$ cat src/nes_bus_pkg.sv
package nes_bus_pkg;

    // CPU bus address and data
    typedef logic [15:0] bus_addr_t;
    typedef logic [7:0]  bus_data_t;

    // PPU register selects, OAMDMA sits past the mirrored eight
    typedef enum logic [3:0] {
        PPUCTRL   = 4'd0,
        PPUMASK   = 4'd1,
        PPUSTATUS = 4'd2,
        OAMADDR   = 4'd3,
        OAMDATA   = 4'd4,
        PPUSCROLL = 4'd5,
        PPUADDR   = 4'd6,
        PPUDATA   = 4'd7,
        OAMDMA    = 4'd8
    } ppu_reg_t;

    // AXI response codes
    typedef enum logic [1:0] {
        OKAY   = 2'b00,
        DECERR = 2'b11
    } axil_resp_t;

    typedef struct packed {
        logic      valid;
        logic      write;
        logic      strobe;
        bus_addr_t addr;
        bus_data_t wdata;
    } bus_req_t;

    typedef struct packed {
        logic       valid;
        logic       write;
        axil_resp_t resp;
        bus_data_t  rdata;
    } bus_rsp_t;

    typedef struct packed {
        logic      en;
        logic      write;
        ppu_reg_t  sel;
        bus_data_t wdata;
    } ppu_req_t;

    // Address map
    localparam int        RAM_ADDR_BITS  = 11;
    localparam bus_addr_t RAM_END        = 16'h2000;
    localparam bus_addr_t PPU_END        = 16'h4000;
    localparam bus_addr_t OAMDMA_ADDR    = 16'h4014;
    localparam bus_addr_t CTLR1_ADDR     = 16'h4016;
    localparam bus_addr_t CTLR2_ADDR     = 16'h4017;
    localparam int        PPU_INDEX_BITS = 3;
    localparam int        AXIL_DATA_BITS = 32;

endpackage : nes_bus_pkg

$ cat src/axil_response.sv
`timescale 1ns/10ps

module axil_response import nes_bus_pkg::*; (
    input  logic                      clock,
    input  logic                      reset_n,

    input  bus_rsp_t                  rsp,

    output logic                      bvalid,
    output logic [1:0]                bresp,
    input  logic                      bready,

    output logic                      rvalid,
    output logic [1:0]                rresp,
    output logic [AXIL_DATA_BITS-1:0] rdata,
    input  logic                      rready,

    output logic                      busy
);

    logic b_hold;
    logic r_hold;

    // Valid comes straight from the fresh response, then from the hold flag
    assign bvalid = (rsp.valid && rsp.write) || b_hold;
    assign rvalid = (rsp.valid && !rsp.write) || r_hold;

    // Payload in rsp stays put until the next acceptance
    assign bresp = rsp.resp;
    assign rresp = rsp.resp;
    assign rdata = {{(AXIL_DATA_BITS-$bits(bus_data_t)){1'b0}}, rsp.rdata};

    assign busy = bvalid || rvalid;

    always_ff @(posedge clock or negedge reset_n) begin
        if (!reset_n) begin
            b_hold <= 1'b0;
            r_hold <= 1'b0;
        end else begin
            b_hold <= bvalid && !bready;
            r_hold <= rvalid && !rready;
        end
    end

endmodule : axil_response

$ cat config.mk
export PLATFORM = sky130hd
export DESIGN_NAME = axil_response
export DESIGN_NICKNAME = d
export VERILOG_FILES = /design/src/nes_bus_pkg.sv /design/src/axil_response.sv
export SDC_FILE = /design/constraint.sdc
export NUM_CORES = 1
export LEC_CHECK = 0
export ABC_AREA = 1
export BUFFER_PORTS_ARGS = -buffer_cell sky130_fd_sc_hd__buf_4
export CAP_MARGIN = 20
export CORE_MARGIN = 2
export CORE_UTILIZATION = 26
export CTS_BUF_LIST = sky130_fd_sc_hd__clkbuf_8
export DETAILED_ROUTE_END_ITERATION = 12
export GPL_ROUTABILITY_DRIVEN = 0
export GPL_TIMING_DRIVEN = 0
export PLACE_DENSITY = 0.87
export SLEW_MARGIN = 20
export SYNTH_ARGS = -nofsm -noshare
export SYNTH_HDL_FRONTEND = slang
export SYNTH_SLANG_ARGS = --single-unit
export TNS_END_PERCENT = 100
$ cat constraint.sdc
create_clock -name clock -period 0.8 [get_ports clock]
set_input_delay 0.16 -clock clock [delete_from_list [all_inputs] [get_ports clock]]
set_output_delay 0.16 -clock clock [all_outputs]
set_load 0.02 [all_outputs]
==> results of run 1 <==
## sequential cells by signal (all words and copies together), names as in the netlist
name,count
r_hold,1
b_hold,1
## how the worst max path moves through the flow
stage | start | to | depth (start not counted)
2_1_floorplan | b_hold$_DFF_PN0_ | busy | 2
3_3_place_gp | b_hold$_DFF_PN0_ | busy | 3
3_5_place_dp | b_hold$_DFF_PN0_ | busy | 3
4_1_cts | b_hold$_DFF_PN0_ | busy | 3
5_1_grt | b_hold$_DFF_PN0_ | busy | 3
6_report | b_hold$_DFF_PN0_ | busy | 3
## synth_stat cells
cell     count
buf_4       36
inv_1        4
nor2_1       1
a21oi_1      3
conb_1       1
nand2_1      2
dfrtp_1      2
## what timing repair did
item / 4_1_cts / 5_1_grt
hold buffers: 1 / 0
pin swaps: 1 / 0
setup endpoints to repair: 3 / 4
setup buffers: 1 / 1
hold endpoints to repair: 2 / 0
resized for setup: 3 / 1
## final cells by class
cell class / instances / area, sq um / area share
clock buffers: 3 / 41.3 / 0.0587
plain buffers: 36 / 270 / 0.384
repair buffers: 22 / 179 / 0.254
inverters: 4 / 15.0 / 0.0214
well taps: 15 / 18.8 / 0.0267
flip-flops and latches: 2 / 50.0 / 0.0712
multi-input cells: 30 / 129 / 0.183
## kinds of logic after synthesis
| group | Yosys count | share of synthesized area |
|---|---|---|
| AO/OA/AOI/OAI | 3 | 0.0411 |
| other | 1 | 0.0103 |
| flip-flops | 2 | 0.137 |
| buffers and inverters | 40 | 0.781 |
| AND/OR/NAND/NOR | 3 | 0.0308 |
## worst max-delay path: cells and delay by family, from the launching register on
kind                   cells  cell delay [ns]
AOI/OAI and AO/OA          1             0.18
and+or+nand+nor            1             0.07
DFF                        1             0.36
buffers and inverters      1             0.13
## stage by stage
stage               utilization  setup TNS [ns]  worst slack, ns
floorplan                     -               0          0.00551
global placement          0.485          -0.236           -0.104
detailed placement        0.485          -0.260           -0.113
CTS                       0.538          -0.900           -0.314
global route              0.540           -1.03           -0.352
finish                    0.540          -0.902           -0.312
## per-layer routing
layer  track usage  vias up  wire (microns)
met1        0.0658      137             212
met5             0        -               0
met2         0.188       26             497
met3        0.0565        2             109
met4        0.0774        0               5
li1              -      181               -
## power breakdown
group | total [mW] | internal [mW] | switching, mW
registers | 0.112 | 0.109 | 0.00375
clock network | 0.391 | 0.318 | 0.0736
logic | 0.445 | 0.216 | 0.229
==> results.json, run 1 <==
{
  "synth-seq-area-share": 0.137,
  "nFillCells": 136,
  "numClockSinks": 2,
  "worstHoldPathCells": 2,
  "final.setup.worst_slack_ns": -0.312,
  "syn_area_sq_um": 365,
  "rsz0062_at_grt": "true",
  "status": "finished with violations",
  "end_kind": "primary output",
  "whs_ns": 0.0965,
  "postRouteAntennaNets": 0,
  "num_antenna_cells": 0,
  "first_global_vias": 320,
  "arrival_ns": 0.95,
  "failed_checks": "negative setup slack",
  "drtPass1Iterations": 1,
  "cts_buffer_depth": 2,
  "start_util": 0.281,
  "synth-seq-cells": 2,
  "clkSlewWorstSetupHoldPaths_ns": 0.03,
  "cts_buffers": 3,
  "place.port_buffers": 20,
  "grt_util_all_layers": 0.0987,
  "r2r_cells": 3,
  "synth_cell_types": 7,
  "cts_tree": "yes",
  "die_h_microns": 41.5,
  "synth.top_cell.area_share": 0.740,
  "area_growth_pct": 92.5,
  "cp_cell_sequence": "a21oi_2 -> nand2_2 -> buf_6",
  "core-area_sq_um": 1300,
  "fmax_ghz": 0.899,
  "dpl.cell_count": 107,
  "total_power_mw": 0.948,
  "root_buffer": "clkbuf_8",
  "wirelength_microns": 825,
  "clock_latency_ns": 0.21,
  "hold_end": "r_hold$_DFF_PN0_",
  "slew_violations": 0,
  "rr_startpoint": "b_hold$_DFF_PN0_",
  "final_cell_mix": "buf_4 (54), conb_1 (24), clkbuf_8 (3), buf_6 (3)",
  "antenna_found_initial": 0,
  "drc": 0,
  "overflow": 0,
  "syn_avg_cell_area_sq_um": 7.46,
  "drive_above_1_share": 0.680,
  "start_kind": "flop",
  "first_iter_violations": 0,
  "grt_pass1_wl_mm": 1.23,
  "cpPeakStageDelay_ns": 0.36,
  "dpl_cell_area_sq_um": 631,
  "cts_htree_levels": 1,
  "critical_path_class": "flop to primary output",
  "hp-class": "input port to flop",
  "die_x_microns": 41.5,
  "reg2reg_slack_ns": -0.03,
  "final_net_count": 115,
  "powerDensity_nw_per_um2": 1350,
  "finClkSkew_ns": 0,
  "period_share": 1.39,
  "peakVddDrop_mv": 0.561,
  "fin_cells": 112,
  "setup_viol": 4,
  "final_area_sq_um": 703,
  "vias_per_cell": 3.09,
  "period_needed_ns": 1.11,
  "synth_warnings": 0,
  "crit_fanout": 3,
  "hold_viol": 0,
  "r2r_end": "b_hold$_DFF_PN0_",
  "die-area_sq_um": 1720,
  "rows": 13,
  "yosys.area.top_type": "buf_4",
  "critical_path_required_ns": 0.64,
  "hold_path_startpoint": "rready",
  "p_leak_nw": 0.453,
  "synth_area_leaders": "buf_4 (74%), dfrtp_1 (14%), a21oi_1 (4.1%)",
  "wl_per_cell_microns": 7.37,
  "io_pins": 55,
  "grt_max_degree": 4,
  "final_common_cell": "buf_4",
  "syn_inst": 49,
  "vias": 346,
  "cpMaxStageDelayCell": "dfrtp_1",
  "cap_violations": 0
}
Power figures use the tool's default switching activity.
==> run 2: changes to the inputs <==
- MAX_ROUTING_LAYER: unset -> met4
==> results.json, run 2 (synthesis gave the netlist of run 1 again) <==
{
  "status": "finished with violations",
  "failed_checks": "negative setup slack",
  "final.setup.worst_slack_ns": -0.312,
  "overflow": 0,
  "finClkSkew_ns": 0,
  "grt_max_degree": 4,
  "numClockSinks": 2,
  "start_kind": "flop",
  "start_util": 0.281,
  "cp_top_family": "flip-flops",
  "wirelength_microns": 825,
  "drive_above_1_share": 0.680,
  "hold_viol": 0,
  "hold_path_startpoint": "rready",
  "antenna_found_initial": 0,
  "peakVddDrop_mv": 0.561,
  "cpPeakStageDelay_ns": 0.36,
  "die-area_sq_um": 1720,
  "fin_cells": 112,
  "cts_buffers": 3,
  "drtPass1Iterations": 1,
  "critical_path_required_ns": 0.64,
  "place.port_buffers": 20,
  "dpl.cell_count": 107,
  "setup_viol": 4,
  "root_buffer": "clkbuf_8",
  "hold_end": "r_hold$_DFF_PN0_",
  "rows": 13,
  "fmax_ghz": 0.899,
  "core-area_sq_um": 1300,
  "die_x_microns": 41.5,
  "cp_cell_sequence": "a21oi_2 -> nand2_2 -> buf_6",
  "cap_violations": 0,
  "grt_util_all_layers": 0.101,
  "vias": 346,
  "reg.largest.list": "b_hold x1, r_hold x1",
  "drc": 0,
  "period_share": 1.39,
  "crit_fanout": 3,
  "area_growth_pct": 92.5,
  "cts_tree": "yes",
  "arrival_ns": 0.95,
  "final_common_cell": "buf_4",
  "final_net_count": 115,
  "p_leak_nw": 0.453,
  "critical_path_class": "flop to primary output",
  "worstHoldPathCells": 2,
  "fin_tns_setup_ns": -0.902,
  "r2r_end": "b_hold$_DFF_PN0_",
  "rr_startpoint": "b_hold$_DFF_PN0_",
  "crit_buf_inv": 1,
  "powerDensity_nw_per_um2": 1350,
  "io_pins": 55,
  "cts_buffer_depth": 2,
  "die_h_microns": 41.5,
  "grt_pass1_wl_mm": 1.23,
  "postRouteAntennaNets": 0,
  "first_iter_violations": 0,
  "clock_latency_ns": 0.21,
  "final_cell_mix": "buf_4 (54), conb_1 (24), clkbuf_8 (3), buf_6 (3)",
  "end_kind": "primary output",
  "period_needed_ns": 1.11,
  "wl_per_cell_microns": 7.37,
  "nFillCells": 136,
  "vias_per_cell": 3.09,
  "first_global_vias": 320,
  "num_antenna_cells": 0,
  "dp_slack_ns": -0.113,
  "clkSlewWorstSetupHoldPaths_ns": 0.03,
  "r2r_cells": 3,
  "cpMaxStageDelayCell": "dfrtp_1",
  "cts_htree_levels": 1,
  "slew_violations": 0,
  "rsz0062_at_grt": "true",
  "hp-class": "input port to flop",
  "reg2reg_slack_ns": -0.03
}
## run 2: cell counts in the layout (fill, tap and decap cells not counted)
Identical to the previous run, type by type.
## run 2: metal layers
metal | vias to the layer above | global-route usage | wire (microns) | part of all wire
li1 | 181 | - | - | -
met1 | 137 | 0.0684 | 215 | 0.26
met2 | 26 | 0.188 | 497 | 0.60
met3 | 2 | 0.0522 | 107 | 0.13
met4 | 0 | 0.0774 | 5 | 0.0061
met5 | - | - | 0 | 0
## run 2: timing repair
item / 4_1_cts / 5_1_grt
gates resized for setup: 3 / 1
hold endpoints to repair: 2 / 0
buffers inserted: 1 / 1
setup endpoints to repair: 3 / 4
cloned: 0 / 0
pin swaps: 1 / 0
hold buffers: 1 / 0
## run 2: stage by stage
| stage | hold slack, ns | instance area, sq um | utilization | power (mW) |
|---|---|---|---|---|
| floorplan | -0.136 | 462 | - | 0.434 |
| global placement | -0.0566 | 631 | 0.485 | 0.525 |
| detailed placement | -0.0548 | 631 | 0.485 | 0.530 |
| CTS | 0.0915 | 701 | 0.538 | 0.962 |
| global route | 0.0938 | 703 | 0.540 | 1.00 |
| finish | 0.0965 | 703 | 0.540 | 0.948 |
## run 2: final cells by class
cell class | count | area [sq um] | area share
timing repair buffer | 22 | 179 | 0.254
clock buffer | 3 | 41.3 | 0.0587
tap | 15 | 18.8 | 0.0267
buffer | 36 | 270 | 0.384
inverter | 4 | 15.0 | 0.0214
multi-input combinational | 30 | 129 | 0.183
sequential | 2 | 50.0 | 0.0712
## run 2: how the worst max path moves through the flow
stage / cells after the start / start / end
floorplan: 2 / b_hold$_DFF_PN0_ / busy
global placement: 3 / b_hold$_DFF_PN0_ / busy
detailed placement: 3 / b_hold$_DFF_PN0_ / busy
CTS: 3 / b_hold$_DFF_PN0_ / busy
global route: 3 / b_hold$_DFF_PN0_ / busy
finish: 3 / b_hold$_DFF_PN0_ / busy
## run 2: power breakdown
group	leakage, nW	switching (mW)	internal [mW]
Clock	0.0216	0.0736	0.318
Combinational	0.405	0.229	0.216
Sequential	0.0262	0.00375	0.109
