## src/nes_bus_pkg.sv

```systemverilog
package nes_bus_pkg;

    // CPU bus address and data
    typedef logic [15:0] bus_addr_t;
    typedef logic [7:0]  bus_data_t;

    // PPU register selects, OAMDMA sits past the mirrored eight
    typedef enum logic [3:0] {
        PPUCTRL   = 4'd0,
        PPUMASK   = 4'd1,
        PPUSTATUS = 4'd2,
        OAMADDR   = 4'd3,
        OAMDATA   = 4'd4,
        PPUSCROLL = 4'd5,
        PPUADDR   = 4'd6,
        PPUDATA   = 4'd7,
        OAMDMA    = 4'd8
    } ppu_reg_t;

    // AXI response codes
    typedef enum logic [1:0] {
        OKAY   = 2'b00,
        DECERR = 2'b11
    } axil_resp_t;

    typedef struct packed {
        logic      valid;
        logic      write;
        logic      strobe;
        bus_addr_t addr;
        bus_data_t wdata;
    } bus_req_t;

    typedef struct packed {
        logic       valid;
        logic       write;
        axil_resp_t resp;
        bus_data_t  rdata;
    } bus_rsp_t;

    typedef struct packed {
        logic      en;
        logic      write;
        ppu_reg_t  sel;
        bus_data_t wdata;
    } ppu_req_t;

    // Address map
    localparam int        RAM_ADDR_BITS  = 11;
    localparam bus_addr_t RAM_END        = 16'h2000;
    localparam bus_addr_t PPU_END        = 16'h4000;
    localparam bus_addr_t OAMDMA_ADDR    = 16'h4014;
    localparam bus_addr_t CTLR1_ADDR     = 16'h4016;
    localparam bus_addr_t CTLR2_ADDR     = 16'h4017;
    localparam int        PPU_INDEX_BITS = 3;
    localparam int        AXIL_DATA_BITS = 32;

endpackage : nes_bus_pkg

```

## src/axil_slave_port.sv

```systemverilog
`timescale 1ns/10ps

module axil_slave_port import nes_bus_pkg::*; (
    input  logic                          clock,
    input  logic                          reset_n,

    input  logic                          awvalid,
    input  bus_addr_t                     awaddr,
    output logic                          awready,

    input  logic                          wvalid,
    input  logic [AXIL_DATA_BITS-1:0]     wdata,
    input  logic [AXIL_DATA_BITS/8-1:0]   wstrb,
    output logic                          wready,

    input  logic                          arvalid,
    input  bus_addr_t                     araddr,
    output logic                          arready,

    input  logic                          busy,
    output bus_req_t                      req
);

    logic wr_go;
    logic rd_go;

    // Write needs both address and data present
    assign wr_go = awvalid && wvalid && !busy;

    // Read only when no write goes this cycle
    assign rd_go = arvalid && !busy && !wr_go;

    assign awready = wr_go;
    assign wready  = wr_go;
    assign arready = rd_go;

    always_comb begin
        req.valid  = wr_go || rd_go;
        req.write  = wr_go;
        // Reads always count as full-lane accesses
        req.strobe = wr_go ? wstrb[0] : 1'b1;
        req.addr   = wr_go ? awaddr : araddr;
        req.wdata  = wdata[$bits(bus_data_t)-1:0];
    end

endmodule : axil_slave_port

```

## config.mk

```make
export PLATFORM = sky130hd
export DESIGN_NAME = axil_slave_port
export DESIGN_NICKNAME = d
export VERILOG_FILES = /design/src/nes_bus_pkg.sv /design/src/axil_slave_port.sv
export SDC_FILE = /design/constraint.sdc
export NUM_CORES = 1
export LEC_CHECK = 0
export BUFFER_PORTS_ARGS = -buffer_cell sky130_fd_sc_hd__buf_4
export CELL_PAD_IN_SITES_DETAIL_PLACEMENT = 1
export CELL_PAD_IN_SITES_GLOBAL_PLACEMENT = 2
export CORE_MARGIN = 4
export CORE_UTILIZATION = 10
export DETAILED_ROUTE_END_ITERATION = 8
export PLACE_DENSITY = 0.95
export SETUP_SLACK_MARGIN = 0.05
export SLEW_MARGIN = 10
export SYNTH_ARGS = -nofsm -noshare
export SYNTH_HDL_FRONTEND = slang
export SYNTH_SLANG_ARGS = --single-unit
```

## constraint.sdc

```tcl
create_clock -name vclk -period 1.2
set_input_delay 0.24 -clock vclk [all_inputs]
set_output_delay 0.24 -clock vclk [all_outputs]
set_load 0.005 [all_outputs]
```

==> impl_metrics.toml, run 1 <==
[run_status]
status = "finished, violations left"
violations = "negative setup slack"

[yosys]
syn-num-nets = 108
netlist_area_um2 = 347
synth_most_common_cell = "buf_4"
ys_seq_area_share_pct = 0
yosys.area.top_type = "mux2_4"
synth_top_area_share_pct = 34.7
netlist_top_cells_count = "10 x buf_4, 8 x mux2_2, 8 x mux2_4, 2 x inv_1"
ys_types = 10
syn-instance-count = 34
synth.avg_cell_area_um2 = 10.2
ys_warn_count = 0
ys_top_cells_by_area = "mux2_4 35%, mux2_2 26%, buf_4 22%, nand3b_4 5.8%, buf_6 3.2%"

[power_and_ir_drop]
p_sw_share_pct = 29.1
power.total_uw = 293
ir_worst_vdd_uv = 91.5
p_comb_share_pct = 100.0
cellPowerDensity_mw_per_mm2 = 343
pwr-share-clk_pct = 0
seqPwrFrac_pct = 0
cellLeakagePower_nw = 0.474
p_int_uw = 208
p_switching_uw = 85.0

[global_route]
grt_use_total_pct = 8.05
grt_antenna_before_repair = 0
grt_max_degree = 11
grt_pass1_wl_mm = 2.70
grt_pass1_vias = 563
grt_overflow = 0

[sta]
worst_slew_pin_slew_ns = 0.205
fmax_ghz = 0.746
post-route-min-period_ns = 1.34
final.period_utilization_pct = 112
relSlewSlack_pct = 86.2
setup_viol = 17
setup_slack_ns = -0.140
hold_violations = 0
finalMaxSlewViolations = 0
whs_ns = 0.480
rsz0062_at_grt = "true"

[placement]
dp_hpwl_mm = 1.61
place.gp.congestion = 0.763
port-buffer-count = 59
dp_slack_ns = -0.255

[drt]
drcViolationCount = 0
viasPerCell = 3.66
wl_per_cell_um = 14.9
ant_nets = 0
first_iter_violations = 0
vias = 479
wl_mm = 1.95
firstDrtPassIters = 1

[floorplan]
initial_core_util_pct = 10.4
die_h_um = 66.9
ios = 104
core_mm2 = 0.00334
dieArea_mm2 = 0.00447
rows = 21
die-width_um = 66.9

[setup_path]
end_kind = "output port"
worstSetupPathType = "primary input to output port"
crit_top_cell = "buf_6"
worstPathRequired_ns = 0.96
worstSetupStartpointType = "primary input"
cp_max_fo = 10
slowest_delay_ns = 0.31
path_cells = "buf_6 > nand3b_4 > buf_12 > mux2_4 > buf_6"
cp_slowest_cell = "mux2_4"
crit_arrival_ns = 1.10

[final_layout]
fill_cells = 388
syn_to_final_growth_pct = 146
seqCellArea_um2 = 0
drive_gt1_share_pct = 94.1
nClkBuffers = 0
seq_cells = 0
num_antenna_cells = 0
final_nets = 161

[job]
maxCapViolations = 0

[min_path]
hold_path_class = "primary input to output port"
-- area by class of cell --
cell class / count / area, um^2 / area share [%]
well taps: 46 / 57.6 / 6.74
multi-input cells: 21 / 256 / 30.1
repair buffers: 62 / 532 / 62.3
inverters: 2 / 7.51 / 0.880
-- cells in the final DEF, fill, tap and decap left out --
master,synthesis,layout
a211oi_1,1,1
mux2_4,8,9
nand3b_4,1,1
buf_4,10,49
or2_2,1,1
buf_12,0,2
mux2_2,8,7
inv_1,2,2
buf_6,1,11
a21oi_1,1,1
nor2_1,1,1
-- per-stage QoR --
stage / TNS (ns) / util (%) / instance area [um^2] / std cells
detailed placement: -4.15 / 23.0 / 768 / 129
floorplan: 0 / - / 347 / 34
CTS: -1.87 / 25.6 / 853 / 131
global placement: -3.83 / 23.0 / 768 / 129
finish: -1.95 / 25.6 / 853 / 131
global route: -2.23 / 25.6 / 853 / 131
-- per-layer routing --
layer | vias up | wire length (um) | GRT usage, %
met5 | - | 0 | 0
met4 | 0 | 0 | 0
met3 | 0 | 377 | 3.20
met2 | 60 | 1050 | 18.6
met1 | 208 | 517 | 6.20
li1 | 211 | - | -
-- what timing repair did --
| item | CTS | global route |
|---|---|---|
| setup buffers | 2 | 0 |
| gates resized for setup | 12 | 0 |
| pin swaps | 1 | 1 |
| hold buffers | 0 | 0 |
| setup endpoints to repair | 20 | 17 |
-- path summary, 6_finish.rpt --
check                     from      end  slack (ns)  depth (start not counted)
worst max-delay path      busy  req[20]       -0.14                          5
worst min-delay path  wdata[0]   req[0]        0.48                          0
-- worst max-delay path: cells and delay by family --
family / cells / cell delay, ns
buffers and inverters: 3 / 0.37
multiplexers: 1 / 0.31
AND/OR/NAND/NOR: 1 / 0.17
-- power groups by stage --
| stage | logic, mW | registers [mW] | clock network (mW) |
|---|---|---|---|
| 6_report | 0.293 | 0 | 0 |
| 3_3_place_gp | 0.253 | 0 | 0 |
| 2_1_floorplan | 0.105 | 0 | 0 |
| 5_1_grt | 0.312 | 0 | 0 |
| 4_1_cts | 0.294 | 0 | 0 |
| 3_5_place_dp | 0.261 | 0 | 0 |
-- cell families (layout without fill, tap and decap cells) --
kind of cell           Yosys count  in the layout  synth area share [%]
muxes                           16             16                  60.7
buffers and inverters           13             64                  27.1
and+or+nand+nor                  3              3                  8.66
AOI/OAI and AO/OA                2              2                  3.61
No activity file was read; power rests on OpenSTA's default activity.
==> inputs of run 2 (changes only) <==
==> constraint.sdc (replaced) <==
create_clock -name vclk -period 1.5
set_input_delay 0.3 -clock vclk [all_inputs]
set_output_delay 0.3 -clock vclk [all_outputs]
set_load 0.005 [all_outputs]
==> run 2 against run 1 <==
Effect of this change:
- the flow now finishes without violations
- hold slack improved by 0.12 ns
- sequential share of layout area did not move
- sequential cell count did not move
- utilization fell by 0.49 points
- clock-buffer cell count did not move
- via count fell by 2.3%
- final cell count did not move
- global-route usage fell by 0.94 points
- critical path type unchanged
- critical endpoint unchanged
==> impl_metrics.toml, run 2 (same netlist as run 1, synthesis figures left out) <==
[sta]
hold_violations = 0
relSlewSlack_pct = 85.7
fin_setup_tns_ns = 0
fmax_ghz = 0.684
rsz0062_at_grt = "true"
whs_ns = 0.600
final.period_utilization_pct = 97.5
worst_slew_pin_slew_ns = 0.214
finalMaxSlewViolations = 0
setup_viol = 0
post-route-min-period_ns = 1.46

[final_layout]
syn_to_final_growth_pct = 142
seqCellArea_um2 = 0
num_antenna_cells = 0
final_nets = 161
seq_cells = 0
fin_cells = 131
drive_gt1_share_pct = 94.1
layout_common_cells = "55 x buf_4, 12 x mux2_4, 5 x buf_6"
post-route-util_pct = 25.1
nClkBuffers = 0
mostFrequentLayoutCell = "buf_4"

[floorplan]
initial_core_util_pct = 10.4
die-width_um = 66.9
dieArea_mm2 = 0.00447
rows = 21
die_h_um = 66.9
ios = 104
core_mm2 = 0.00334

[setup_path]
critPathCapture = "req[20]"
startpoint = "busy"
crit_cells = 5
slowest_delay_ns = 0.30
crit_arrival_ns = 1.16
worstSetupStartpointType = "primary input"
cp_slowest_cell = "mux2_4"
worstPathRequired_ns = 1.20
cp_top_family = "buffers and inverters"
path_buf_inv = 3
end_kind = "output port"
worstSetupPathType = "primary input to output port"
cp_max_fo = 10
path_cells = "buf_6 > nand3b_4 > buf_12 > mux2_4 > buf_4"

[power_and_ir_drop]
p_int_uw = 162
cellLeakagePower_nw = 0.478
seqPwrFrac_pct = 0
p_sw_share_pct = 28.3
p_comb_share_pct = 100.0
cellPowerDensity_mw_per_mm2 = 270
pwr-share-clk_pct = 0
p_switching_uw = 64.0
ir_worst_vdd_uv = 72.4

[drt]
top_layer = "met3"
ant_nets = 0
drcViolationCount = 0
wl_mm = 1.78
wl_met1_um = 445
wl_per_cell_um = 13.6
first_iter_violations = 0
viasPerCell = 3.57
vias = 468
route.met3.wl_um = 399
wl_met2_um = 936
firstDrtPassIters = 1

[clock_tree]
hold_buffers = 0

[placement]
place.gp.congestion = 0.755
dp_hpwl_mm = 1.58
place_inst = 128
port-buffer-count = 59

[global_route]
grt_antenna_before_repair = 0
grt_max_degree = 11
grt_pass1_vias = 508
grt_overflow = 0
grt_pass1_wl_mm = 2.43
grt_use_total_pct = 7.11

[min_path]
hold_path_class = "primary input to output port"

[job]
maxCapViolations = 0

[run_status]
status = "complete, no violations"
-- run 2: power by group through the flow --
stage	sequential (mW)	combinational, mW	clock (mW)
after detailed placement	0	0.207	0
after floorplan	0	0.0844	0
after global placement	0	0.200	0
final	0	0.226	0
after CTS	0	0.218	0
after global routing	0	0.242	0
-- run 2: cell type report --
| cell class | count | area (um^2) |
|---|---|---|
| tap | 46 | 57.6 |
| multi-input combinational | 21 | 268 |
| fill | 408 | 2500 |
| timing repair buffer | 62 | 504 |
| inverter | 2 | 7.51 |
-- run 2: worst min-delay path by stage --
stage	startpoint	endpoint	depth (start not counted)
2_1_floorplan	busy	req[26]	1
3_3_place_gp	wdata[0]	req[0]	0
3_5_place_dp	wdata[0]	req[0]	0
4_1_cts	wdata[0]	req[0]	0
5_1_grt	wdata[2]	req[2]	0
6_report	wdata[0]	req[0]	0
-- run 2: metrics by stage --
step / power [mW] / area (um^2) / setup WS, ns
after floorplan: 0.0844 / 347 / 0.237
after detailed placement: 0.207 / 761 / -0.0893
after global placement: 0.200 / 761 / -0.0596
after CTS: 0.218 / 803 / 0.0459
after global routing: 0.242 / 837 / 0.0237
final: 0.226 / 837 / 0.0377
-- run 2: repair_timing --
| item | 4_1_cts | 5_1_grt |
|---|---|---|
| pin swaps | 0 | 1 |
| buffers inserted | 2 | 1 |
| resized for setup | 4 | 7 |
| setup endpoints to repair | 17 | 17 |
| gates cloned | 0 | 0 |
-- run 2: per-layer routing --
metal	global-route usage, %	vias up
met3	2.87	0
met5	0	-
met2	16.3	60
met4	0	0
met1	5.50	197
li1	-	211
==> inputs of run 3 (changes only) <==
--- a/config.mk
+++ b/config.mk
@@ -12,6 +12,7 @@
 export CORE_UTILIZATION = 10
 export DETAILED_ROUTE_END_ITERATION = 8
 export PLACE_DENSITY = 0.95
+export RECOVER_POWER = 50
 export SETUP_SLACK_MARGIN = 0.05
 export SLEW_MARGIN = 10
 export SYNTH_ARGS = -nofsm -noshare
==> run 3 against run 2 <==
Effect of this change:
- final cell count is the same
- hold slack is the same
- die area is the same
- critical path type unchanged
- largest power group unchanged
- via count grew 0.21%
==> impl_metrics.toml, run 3 (same netlist as run 1, synthesis figures left out) <==
[setup_path]
worstPathRequired_ns = 1.20
worstSetupStartpointType = "primary input"
end_kind = "output port"
worstSetupPathType = "primary input to output port"
startpoint = "busy"
cp_max_fo = 10
crit_arrival_ns = 1.15

[floorplan]
die-width_um = 66.9
ios = 104
dieArea_mm2 = 0.00447
core_mm2 = 0.00334
initial_core_util_pct = 10.4
rows = 21
die_h_um = 66.9

[global_route]
grt_use_total_pct = 7.11
grt_overflow = 0
grt_pass1_wl_mm = 2.43
grt_pass1_vias = 508
grt_antenna_before_repair = 0
grt_max_degree = 11

[clock_tree]
hold_buffers = 0

[final_layout]
nClkBuffers = 0
layout_common_cells = "51 x buf_4, 12 x mux2_4, 5 x buf_6"
final_nets = 161
post-route-util_pct = 24.7
multi_input_area_um2 = 268
num_antenna_cells = 0
mostFrequentLayoutCell = "buf_4"
drive_gt1_share_pct = 92.9
seqCellArea_um2 = 0
seq_cells = 0
fill_cells = 407
syn_to_final_growth_pct = 138

[drt]
wl_per_cell_um = 13.6
firstDrtPassIters = 1
ant_nets = 0
vias = 469
viasPerCell = 3.58
first_iter_violations = 0
drcViolationCount = 0
wl_mm = 1.78

[sta]
relSlewSlack_pct = 85.7
finalMaxSlewViolations = 0
hold_violations = 0
fmax_ghz = 0.688
post-route-min-period_ns = 1.45
setup_viol = 0
worst_slew_pin_slew_ns = 0.214
whs_ns = 0.600
final.period_utilization_pct = 96.9
fin_setup_tns_ns = 0
rsz0062_at_grt = "true"

[power_and_ir_drop]
p_int_uw = 158
p_sw_share_pct = 28.6
cellPowerDensity_mw_per_mm2 = 268
pwr-share-clk_pct = 0
power.total_uw = 221
ir_worst_vdd_uv = 72.1
p_comb_share_pct = 100.0
seqPwrFrac_pct = 0
cellLeakagePower_nw = 0.470
p_switching_uw = 63.4

[job]
maxCapViolations = 0

[min_path]
hold_path_class = "primary input to output port"
whs_endpoint = "req[0]"
hp-start = "wdata[0]"
min_delay_path_depth = 0

[placement]
dp_hpwl_mm = 1.58
place.gp.congestion = 0.755
port-buffer-count = 59

[run_status]
status = "complete, no violations"
run 3: changes by cell type in the layout (fill, tap and decap cells not counted):
cell,change
buf_4,-4
buf_8,-1
clkbuf_1,+1
clkbuf_4,+4
run 3: final cells by class:
type	count	area share, %
inverter	2	0.909
timing repair buffer	62	59.7
multi-input combinational	21	32.4
tap	46	6.97
run 3: critical path, stage by stage:
cell      delay, ns
buf_6          0.09
nand3b_4       0.16
buf_12         0.16
mux2_4         0.30
buf_4          0.14
run 3: repair_timing:
action	4_1_cts	5_1_grt
resized for setup	4	7
setup buffers	2	1
setup endpoints to repair	17	17
pin swaps	0	1
run 3: layer usage:
metal	track usage, %	part of all wire (%)	vias to the layer above
met1	5.50	25	198
met5	0	0	-
met3	2.87	22	0
met2	16.3	52	60
met4	0	0	0
li1	-	-	211
run 3: worst max path at each step:
stage,end,cells past startpoint
global placement,req[20],4
floorplan,req[15],3
finish,req[20],5
global route,req[10],5
detailed placement,req[20],4
CTS,req[20],5
run 3: power groups by stage:
stage / Clock [mW] / Sequential, mW / Combinational, mW
2_1_floorplan: 0 / 0 / 0.0844
3_3_place_gp: 0 / 0 / 0.200
3_5_place_dp: 0 / 0 / 0.207
4_1_cts: 0 / 0 / 0.218
5_1_grt: 0 / 0 / 0.237
6_report: 0 / 0 / 0.221
run 3: through the flow:
step,worst slack [ns],instances,cell area [um^2]
floorplan,0.237,34,347
global placement,-0.0596,128,761
detailed placement,-0.0893,128,761
CTS,0.0459,130,803
global route,0.0165,131,826
finish,0.0465,131,826
